**src/design/rob_entry_pkg.sv**
```systemverilog
package rob_entry_pkg;

  // ~~~~~~~~~~~~~~~~~~~~
  // Entry field widths
  // ~~~~~~~~~~~~~~~~~~~~

  localparam int addr_w     = 32;
  localparam int reg_addr_w = 5;

  // ~~~~~~~~~~~~~~~~~~~~
  // Completion word
  // ~~~~~~~~~~~~~~~~~~~~

  // A branch keeps its outcome in the top bit and the target word address below it
  typedef struct packed {
    logic        taken;
    logic [30:0] target;
  } rob_branch_t;

  // The same 32 bits are a result for a plain instruction and an outcome for a branch
  typedef union packed {
    logic [31:0] data;
    rob_branch_t br;
  } rob_result_u;

endpackage

```
**src/design/rob_cfg_pkg.sv**
```systemverilog
package rob_cfg_pkg;

  // ~~~~~~~~~~~~~~~~~~~~
  // Buffer sizing
  // ~~~~~~~~~~~~~~~~~~~~

  // The number of entries stays a power of two so tags wrap naturally
  localparam int rob_depth = 8;

  // Width of a tag
  localparam int rob_addr_w = $clog2(rob_depth);

  // ~~~~~~~~~~~~~~~~~~~~
  // Controller states
  // ~~~~~~~~~~~~~~~~~~~~

  typedef enum logic [1:0] {
    st_clear = 2'd0,
    st_run   = 2'd1,
    st_flush = 2'd2
  } rob_state_t;

endpackage
```
**src/design/rob_top.sv**
```systemverilog
`timescale 1ns/1ps

module rob_top #(
  parameter int DEPTH  = rob_cfg_pkg::rob_depth,
  parameter int ADDR_W = rob_cfg_pkg::rob_addr_w
) (
  input  logic                                clk,
  input  logic                                rst,
  input  logic                                write_en,
  input  logic [rob_entry_pkg::addr_w-1:0]     write_pc,
  input  logic [rob_entry_pkg::reg_addr_w-1:0] write_dest,
  input  logic                                write_is_branch,
  output logic                                can_write,
  output logic [ADDR_W-1:0]                   rob_addr,
  input  logic                                update_en,
  input  logic [ADDR_W-1:0]                   update_addr,
  input  rob_entry_pkg::rob_result_u          update_result,
  input  logic                                commit_en,
  output logic                                can_commit,
  output logic [rob_entry_pkg::addr_w-1:0]     commit_pc,
  output logic [rob_entry_pkg::reg_addr_w-1:0] commit_dest,
  output logic [31:0]                         commit_value,
  output logic                                commit_is_branch,
  output logic                                commit_taken,
  output logic [31:0]                         commit_target,
  input  logic                                erase_en,
  input  logic [ADDR_W-1:0]                   erase_from_addr
);

  logic              run;
  logic              clear_en;
  logic [ADDR_W-1:0] clear_idx;
  logic [ADDR_W-1:0] head;
  logic [ADDR_W-1:0] tail;
  logic              full;
  logic              empty;
  logic              head_done;
  logic              alloc;
  logic              retire;

  // ~~~~~~~~~~~~~~~~~~~~
  // Handshake levels
  // ~~~~~~~~~~~~~~~~~~~~

  always_comb begin
    can_write  = run && !full;
    can_commit = run && !empty && head_done;
    alloc      = write_en && can_write;
    retire     = commit_en && can_commit;
    rob_addr   = tail;
  end

  // ~~~~~~~~~~~~~~~~~~~~
  // Blocks
  // ~~~~~~~~~~~~~~~~~~~~

  rob_ctrl #(.DEPTH(DEPTH), .ADDR_W(ADDR_W)) i_rob_ctrl (
    .clk       (clk),
    .rst       (rst),
    .erase_en  (erase_en),
    .run       (run),
    .clear_en  (clear_en),
    .clear_idx (clear_idx)
  );

  rob_ptr #(.DEPTH(DEPTH), .ADDR_W(ADDR_W)) i_rob_ptr (
    .clk             (clk),
    .rst             (rst),
    .alloc           (alloc),
    .retire          (retire),
    .erase_en        (erase_en),
    .erase_from_addr (erase_from_addr),
    .head            (head),
    .tail            (tail),
    .full            (full),
    .empty           (empty)
  );

  rob_store #(.DEPTH(DEPTH), .ADDR_W(ADDR_W)) i_rob_store (
    .clk             (clk),
    .rst             (rst),
    .alloc           (alloc),
    .alloc_idx       (tail),
    .pc              (write_pc),
    .dest            (write_dest),
    .is_branch       (write_is_branch),
    .update_en       (update_en),
    .update_addr     (update_addr),
    .update_result   (update_result),
    .erase_en        (erase_en),
    .erase_from_addr (erase_from_addr),
    .tail            (tail),
    .head            (head),
    .clear_en        (clear_en),
    .clear_idx       (clear_idx),
    .head_done       (head_done),
    .head_pc         (commit_pc),
    .head_dest       (commit_dest),
    .head_is_branch  (commit_is_branch),
    .head_value      (commit_value),
    .head_taken      (commit_taken),
    .head_target     (commit_target)
  );

endmodule

```
**src/design/rob_store.sv**
```systemverilog
`timescale 1ns/1ps

module rob_store #(
  parameter int DEPTH  = rob_cfg_pkg::rob_depth,
  parameter int ADDR_W = rob_cfg_pkg::rob_addr_w
) (
  input  logic                                clk,
  input  logic                                rst,
  input  logic                                alloc,
  input  logic [ADDR_W-1:0]                   alloc_idx,
  input  logic [rob_entry_pkg::addr_w-1:0]     pc,
  input  logic [rob_entry_pkg::reg_addr_w-1:0] dest,
  input  logic                                is_branch,
  input  logic                                update_en,
  input  logic [ADDR_W-1:0]                   update_addr,
  input  rob_entry_pkg::rob_result_u          update_result,
  input  logic                                erase_en,
  input  logic [ADDR_W-1:0]                   erase_from_addr,
  input  logic [ADDR_W-1:0]                   tail,
  input  logic [ADDR_W-1:0]                   head,
  input  logic                                clear_en,
  input  logic [ADDR_W-1:0]                   clear_idx,
  output logic                                head_done,
  output logic [rob_entry_pkg::addr_w-1:0]     head_pc,
  output logic [rob_entry_pkg::reg_addr_w-1:0] head_dest,
  output logic                                head_is_branch,
  output logic [31:0]                         head_value,
  output logic                                head_taken,
  output logic [31:0]                         head_target
);

  import rob_entry_pkg::*;

  logic [DEPTH-1:0]      valid_q;
  logic [DEPTH-1:0]      done_q;
  logic [DEPTH-1:0]      erase_mask;
  logic [addr_w-1:0]     pc_q     [DEPTH];
  logic [reg_addr_w-1:0] dest_q   [DEPTH];
  logic                  branch_q [DEPTH];
  rob_result_u           word_q   [DEPTH];
  rob_result_u           head_word;

  // ~~~~~~~~~~~~~~~~~~~~
  // Entry status
  // ~~~~~~~~~~~~~~~~~~~~

  // Entries whose distance past the erase tag is below the tail's distance are discarded
  always_comb begin
    for (int i = 0; i < DEPTH; i++) begin
      erase_mask[i] = ADDR_W'(ADDR_W'(i) - erase_from_addr)
                      < ADDR_W'(tail - erase_from_addr);
    end
  end

  always_ff @(posedge clk) begin
    if (!rst) begin
      valid_q <= '0;
      done_q  <= '0;
    end else begin
      for (int i = 0; i < DEPTH; i++) begin
        if ((clear_en && clear_idx == ADDR_W'(i)) || (erase_en && erase_mask[i])) begin
          valid_q[i] <= 1'b0;
          done_q[i]  <= 1'b0;
        end else if (alloc && alloc_idx == ADDR_W'(i)) begin
          valid_q[i] <= 1'b1;
          done_q[i]  <= 1'b0;
        end else if (update_en && update_addr == ADDR_W'(i) && valid_q[i]) begin
          done_q[i] <= 1'b1;
        end
      end
    end
  end

  // ~~~~~~~~~~~~~~~~~~~~
  // Entry payload
  // ~~~~~~~~~~~~~~~~~~~~

  always_ff @(posedge clk) begin
    if (alloc) begin
      pc_q[alloc_idx]     <= pc;
      dest_q[alloc_idx]   <= dest;
      branch_q[alloc_idx] <= is_branch;
    end
    if (update_en) begin
      word_q[update_addr].data <= update_result.data;
    end
  end

  // ~~~~~~~~~~~~~~~~~~~~
  // Head readout
  // ~~~~~~~~~~~~~~~~~~~~

  always_comb begin
    head_word      = word_q[head];
    head_done      = valid_q[head] && done_q[head];
    head_pc        = pc_q[head];
    head_dest      = dest_q[head];
    head_is_branch = branch_q[head];
    head_value     = head_word.data;
    head_taken     = head_word.br.taken;
    head_target    = {head_word.br.target, 1'b0};
  end

endmodule

```
**src/design/rob_ptr.sv**
```systemverilog
`timescale 1ns/1ps

module rob_ptr #(
  parameter int DEPTH  = rob_cfg_pkg::rob_depth,
  parameter int ADDR_W = rob_cfg_pkg::rob_addr_w
) (
  input  logic              clk,
  input  logic              rst,
  input  logic              alloc,
  input  logic              retire,
  input  logic              erase_en,
  input  logic [ADDR_W-1:0] erase_from_addr,
  output logic [ADDR_W-1:0] head,
  output logic [ADDR_W-1:0] tail,
  output logic              full,
  output logic              empty
);

  // One extra bit so a full buffer is told apart from an empty one
  logic [ADDR_W:0] count;

  // ~~~~~~~~~~~~~~~~~~~~
  // Head, tail and count
  // ~~~~~~~~~~~~~~~~~~~~

  always_ff @(posedge clk) begin
    if (!rst) begin
      head  <= '0;
      tail  <= '0;
      count <= '0;
    end else if (erase_en) begin
      // Everything from the erase tag onward is gone while the head stays put
      tail  <= erase_from_addr;
      count <= {1'b0, ADDR_W'(erase_from_addr - head)};
    end else begin
      if (alloc) begin
        tail <= tail + 1'b1;
      end
      if (retire) begin
        head <= head + 1'b1;
      end
      count <= count + (ADDR_W + 1)'(alloc) - (ADDR_W + 1)'(retire);
    end
  end

  // ~~~~~~~~~~~~~~~~~~~~
  // Levels
  // ~~~~~~~~~~~~~~~~~~~~

  always_comb begin
    full  = (count == (ADDR_W + 1)'(DEPTH));
    empty = (count == '0);
  end

endmodule

```
**src/design/rob_ctrl.sv**
```systemverilog
`timescale 1ns/1ps

module rob_ctrl #(
  parameter int DEPTH  = rob_cfg_pkg::rob_depth,
  parameter int ADDR_W = rob_cfg_pkg::rob_addr_w
) (
  input  logic              clk,
  input  logic              rst,
  input  logic              erase_en,
  output logic              run,
  output logic              clear_en,
  output logic [ADDR_W-1:0] clear_idx
);

  import rob_cfg_pkg::*;

  rob_state_t state;

  // ~~~~~~~~~~~~~~~~~~~~
  // State sequencing
  // ~~~~~~~~~~~~~~~~~~~~

  // The sweep visits every entry once, so the buffer opens DEPTH cycles after reset
  always_ff @(posedge clk) begin
    if (!rst) begin
      state     <= st_clear;
      clear_idx <= '0;
    end else begin
      case (state)
        st_clear: begin
          clear_idx <= clear_idx + 1'b1;
          if (clear_idx == ADDR_W'(DEPTH - 1)) begin
            state <= st_run;
          end
        end
        st_run: begin
          if (erase_en) begin
            state <= st_flush;
          end
        end
        // One bubble while the discarded entries drain out
        st_flush: begin
          state <= st_run;
        end
        default: begin
          state <= st_clear;
        end
      endcase
    end
  end

  // ~~~~~~~~~~~~~~~~~~~~
  // Outputs
  // ~~~~~~~~~~~~~~~~~~~~

  always_comb begin
    run      = (state == st_run);
    clear_en = (state == st_clear);
  end

endmodule

```
**config.mk**
```make
export PLATFORM = sky130hd
export DESIGN_NAME = rob_top
export DESIGN_NICKNAME = d
export VERILOG_FILES = /design/src/design/rob_entry_pkg.sv /design/src/design/rob_cfg_pkg.sv /design/src/design/rob_top.sv /design/src/design/rob_store.sv /design/src/design/rob_ptr.sv /design/src/design/rob_ctrl.sv
export SDC_FILE = /design/constraint.sdc
export NUM_CORES = 1
export LEC_CHECK = 0
export BUFFER_PORTS_ARGS = -buffer_cell sky130_fd_sc_hd__clkbuf_2
export CORE_MARGIN = 3
export CORE_UTILIZATION = 54
export DETAILED_ROUTE_END_ITERATION = 8
export HOLD_SLACK_MARGIN = 0.08
export PLACE_DENSITY_LB_ADDON = 0.3
export SLEW_MARGIN = 40
export SYNTH_ARGS = -nofsm -noshare
export SYNTH_HDL_FRONTEND = slang
export SYNTH_SLANG_ARGS = --single-unit
```
**constraint.sdc**
```tcl
create_clock -name clk -period 4.1 [get_ports clk]
set_clock_uncertainty 0.2 [all_clocks]
set_input_delay 0.41 -clock clk [delete_from_list [all_inputs] [get_ports clk]]
set_output_delay 0.41 -clock clk [all_outputs]
set_load 0.005 [all_outputs]
```
# ---- After elaboration in Yosys (flattened, before gate mapping)
# Memory sizes are Yosys's and may differ from the RTL's. A register that Yosys moved wholly into a read port is not among the register bits.
# Cells that the tools add are included.
dict set report totals {
  regBits 31
  ramBits 560
  in_bits 82
  out_inout_bits 108
  elab_cells 181
  n_memories 4
}
dict set report classes {
  addsub 15
  magnitude_cmp 9
  eq_ne 26
  mux 22
  bitwise_logic 2
  reduce_logical 81
}
# memory words word_bits read_ports rd_clocked_by_memory_dff write_ports line_no
set memory_table {}
lappend memory_table {i_rob_store.pc_q 8 32 1 1 1 rob_store.sv:37} ;# logic [addr_w-1:0] pc_q [DEPTH];
lappend memory_table {i_rob_store.word_q 8 32 1 1 1 rob_store.sv:40} ;# rob_result_u word_q [DEPTH];
lappend memory_table {i_rob_store.dest_q 8 5 1 1 1 rob_store.sv:38} ;# logic [reg_addr_w-1:0] dest_q [DEPTH];
lappend memory_table {i_rob_store.branch_q 8 1 1 1 1 rob_store.sv:39} ;# logic branch_q [DEPTH];
# cell n
set op_table {}
lappend op_table {{logical AND 1 bit} 46}
lappend op_table {{== test 3 bit, second input constant} 12}
lappend op_table {{two-way mux 3 bit} 11}
lappend op_table {{less-than comparator 3 bit} 8}
lappend op_table {{OR reduction 3 bit} 8}
lappend op_table {{== test 3 x 2 -> 1 bit, second input constant} 6}
lappend op_table {{OR reduction 2 bit} 9}
lappend op_table {{subtractor 3 bit, first input constant} 4}
lappend op_table {{adder 3 x 1 -> 3 bit, second input constant} 3}
lappend op_table {{== test 3 x 1 -> 1 bit, second input constant} 3}
lappend op_table {{zero test 3 bit} 3}
lappend op_table {{logical OR 1 bit} 8}
lappend op_table {{binary-select mux 1 bit (select 3 bit)} 2}
lappend op_table {{two-way mux 1 bit} 6}
lappend op_table {{one-hot mux 2 bit (3 select lines)} 1}
lappend op_table {{subtractor 1 x 3 -> 3 bit, first input constant} 2}
lappend op_table {{subtractor 2 x 3 -> 3 bit, first input constant} 2}
lappend op_table {{subtractor 3 bit} 2}
lappend op_table {{adder 4 x 1 -> 4 bit} 1}
lappend op_table {{== test 4 bit, second input constant} 1}
lappend op_table {{zero test 4 bit} 1}
lappend op_table {{less-than comparator 3 x 4 -> 1 bit, second input constant} 1}
lappend op_table {{two-way mux 2 bit} 2}
lappend op_table {{inequality test 2 bit, second input constant} 2}
lappend op_table {{8 further kinds} 11}

# ---- Logic depth before layout (Yosys ltp)
dict set report logic_depth {
  ltp_word 8
  depth_mapped 14
  ltp_nobuf 14
}

# ---- By module
# A second synthesis with hierarchy kept.
dict set report hier_totals {
  cells_unflattened 1083
  area_unflattened_um2 23343.6
}
# module n_inst cells_per_inst area_per_inst_um2 seq_area_each_um2
set by_module_without_submodules {}
lappend by_module_without_submodules {rob_store 1 989 22452.8 17136.4}
lappend by_module_without_submodules {rob_ptr 1 68 634.4 200.2}
lappend by_module_without_submodules {rob_ctrl 1 22 220.2 100.1}
lappend by_module_without_submodules {rob_top 1 4 36.3 0.0}

# ---- Worst setup path before layout
# No wires, ideal clock.
dict set report synth_path {
  path_type {flip-flop to flip-flop}
  start {register i_rob_ptr.count[2]}
  end {memory i_rob_store.branch_q[0] (enable)}
  t_arrival_ps 3824
  t_required_ps 3420
  path_slack_ps -405
  path_stages_with_launch 7
  path_buffers 1
  period_less_slack_ps 4505
  cell_sequence {dfxtp_1 > inv_1 > ha_1 > a211oi_4 > buf_4 > nand2_1 > nor3_1}
}
dict set report synth_between {
  elab_chain_cells 6
}
# element line_no
set synth_lines {}
lappend synth_lines {{from (decl)} rob_ptr.sv:20} ;# logic [ADDR_W:0] count;
lappend synth_lines {{from (signal assigned)} rob_ptr.sv:34} ;# count <= {1'b0, ADDR_W'(erase_from_addr - head)};
lappend synth_lines {{from (signal assigned)} rob_ptr.sv:42} ;# count <= count + (ADDR_W + 1)'(alloc) - (ADDR_W + 1)'(retire);
lappend synth_lines {{== test 4 bit} rob_ptr.sv:51} ;# full = (count == (ADDR_W + 1)'(DEPTH));
lappend synth_lines {{zero test 1 bit} rob_top.sv:46} ;# can_write = run && !full;
lappend synth_lines {{logical AND 1 bit} rob_top.sv:46}
lappend synth_lines {{logical AND 1 bit} rob_top.sv:48} ;# alloc = write_en && can_write;
lappend synth_lines {{two-way mux 1 bit} rob_store.sv:79} ;# if (alloc) begin
lappend synth_lines {{two-way mux 1 bit (not written as such)} rob_store.sv:82} ;# branch_q[alloc_idx] <= is_branch;
lappend synth_lines {{to (decl)} rob_store.sv:39}
# No other way between the ends.

==> impl_metrics.toml <==
[power]
cellPowerDensity_mw_per_mm2 = 440.1
ir_drop_uv = 303.3
power_leakage_nw = 9.099

[sta]
maxSlewViolCount = 0
fmax_mhz = 300.7
hold_violations = 0
worst_pin_slew_ns = 0.7896
rsz0062_at_grt = "false"
fin_setup_tns_ns = 0
fin_crit_sh = 0.8112
fin_crit_ns = 3.326
slew_headroom = 0.4724
setup-violations-final = 0

[final_layout]
drive_gt1_frac = 0.3732
stdcell_count = 2003
nFillCells = 2869
area_growth_pct = 17.27
fin_util = 0.6497
fin_nets = 1495
ff_latch_area_mm2 = 0.01751
multiInputGateArea_mm2 = 0.005539

[clocking]
htreeDepth = 2
cts_buffer_depth = 3
clock_latency_ns = 0.60
cts.sinks = 594
cts_tree = "built"
clock-root-buffer = "clkbuf_16"
numCtsBuffers = 57
path_clk_slew_ns = 0.06

[placement]
place_hpwl_mm = 25.67
dp.cells = 1822
gp_congestion = 0.7664
io_buffers = 188

[critical_path]
cp_slowest_cell = "dfxtp_4"
worstSetupPathType = "register to output port"
cp_max_fo = 24
worst-path-buf-inv = 2
crit_family = "multiplexers"
reg2reg_depth = 12
cp.arrival_ns = 2.72
start_kind = "register"
endpoint_kind = "output port"
cp_num_cells = 4
max_stage_delay_ns = 0.70
worstPathCellList = "buf_4 > mux4_2 > mux2_2 > clkbuf_2"
worstPathRequired_ns = 3.49

[floorplan]
dieArea_mm2 = 0.04616
die_w_um = 214.8
num_rows = 75
pin_count = 190
core_area_mm2 = 0.04251
die-height_um = 214.8
start_util = 0.5540

[grt]
antenna_found_initial = 3
grt_pass1_vias = 12080
grtUsageTotal = 0.2054
grt_pass1_wl_mm = 72.06
grt_max_degree = 141
gr-total-overflow = 0

[synth]
synth_top_cells_by_area = "edfxtp_1 71%, mux4_2 14%, mux2_2 3.4%, dfxtp_1 2.9%, ha_1 1.6%"
ys_ff_latch = 594
synth_edf_count = 560
synth_seq_area_share = 0.7429
syn-num-nets = 1229
syn_area_per_cell_um2 = 21.16
ys_types = 48
yosysMostFrequentCell = "edfxtp_1"
async_reset_ff_frac = 0
synth_commonest_cells = "560 x edfxtp_1, 142 x mux4_2, 71 x mux2_2"
postSynthCellCount = 1113
ys.flop_type = "edfxtp_1"
netlist_area_mm2 = 0.02355
yosysWarnings = 0
synth_top_cell_by_area = "edfxtp_1"
synth_top_area_share = 0.7140

[hold_path]
hold_class = "primary input to register"
min_path_cells = 4

[status]
status = "completed"

[detailed_routing]
wl_met1_mm = 19.54
avgRoutedWirePerCell_um = 23.10
viasPerCell = 5.681
wl_met3_mm = 2.481
drcViolationCount = 0
drt_iter0_drc = 969
topRoutingLayerUsed = "met4"
routed_wl_mm = 46.28
first_pass_iters = 5
met2_wirelength_mm = 23.30
ant_nets = 0
num_vias = 11380

[flow_run]
drv_cap = 0
layout make-up:
| cell class | count | area share |
|---|---|---|
| clock buffer | 83 | 0.05998 |
| multi-input combinational | 411 | 0.2006 |
| timing repair buffer | 289 | 0.07122 |
| tap | 577 | 0.02614 |
| clock inverter | 20 | 0.004394 |
| sequential | 594 | 0.6339 |
| inverter | 26 | 0.003534 |
| antenna | 3 | 0.0002718 |
path summary, 6_finish.rpt:
kind	start	endpoint	slack (ns)
max	register	commit_target[24]	0.77
max reg2reg	i_rob_ptr.head[1]	i_rob_ptr.count[2]	0.94
min	commit_en	register	0.13
min reg2reg	i_rob_store.valid_q[4]	i_rob_store.valid_q[4]	0.30
cell families (layout without fill, tap and decap cells):
family                     after synthesis  in the layout  synth area share
other                                    1              4         0.0001592
adders and majority gates               34             34           0.01902
and+or+nand+nor                         89             89           0.01758
buffers and inverters                  108            418           0.02709
DFF                                    594            594            0.7429
AOI/OAI and AO/OA                       59             59           0.01705
muxes                                  218            218            0.1719
xor gates and xnor gates                10             10          0.004303
layout by cell type, fill, tap and decap left out, types with 21 or more instances in the layout:
master and count:
clkbuf_2 188, edfxtp_1 560, buf_4 21, mux2_2 71
nand2_1 29, inv_1 26, dlygate4sd3_1 74, a21oi_1 21
clkbuf_16 59, dfxtp_1 31, ha_1 31, mux4_2 142
sequential cells by signal, indices dropped and copies added, names as in the netlist, named ones only:
name	flops
i_rob_store.pc_q	256
i_rob_store.word_q	256
i_rob_ctrl.clear_idx	3
i_rob_store.dest_q	40
i_rob_store.done_q	8
i_rob_store.branch_q	8
i_rob_ptr.count	4
i_rob_store.valid_q	8
i_rob_ptr.tail	3
i_rob_ptr.head	3
i_rob_ctrl.state	2
power by group:
group | internal [W] | leakage [nW] | switching [W]
Combinational | 0.000186 | 2.89 | 0.000248
Clock | 0.00284 | 0.876 | 0.00212
Sequential | 0.00672 | 5.34 | 0.0000333
per-stage QoR:
step                hold WS [ns]  cell area, um^2  worst slack (ns)  total power (W)
floorplan                 0.2586            23560            0.4928         0.007078
global placement          0.2692            25070            0.9875         0.007236
detailed placement        0.2809            25070            0.9303         0.007259
CTS                      0.09647            27580            0.6448          0.01226
global route              0.1517            27620            0.5660          0.01258
finish                    0.1325            27620            0.7742          0.01216
tightest hold or removal path, stage by stage:
cell and delay, ns:
clkbuf_2 0.11, nand4_1 0.18, nor2_4 0.07, mux2i_1 0.11
routing by layer:
metal / global-route usage / vias up
met4: 0.06254 / 0
met2: 0.3360 / 320
met1: 0.2861 / 5962
met3: 0.03870 / 53
li1: - / 5045
met5: 0 / -
what timing repair did:
item,in CTS,in global routing
setup endpoints to repair,0,0
endpoints found under the hold margin,566,0
hold buffers,74,0
gates resized for setup,0,0
setup buffers,0,0
Note: power is estimated with default switching activity, not from simulation.
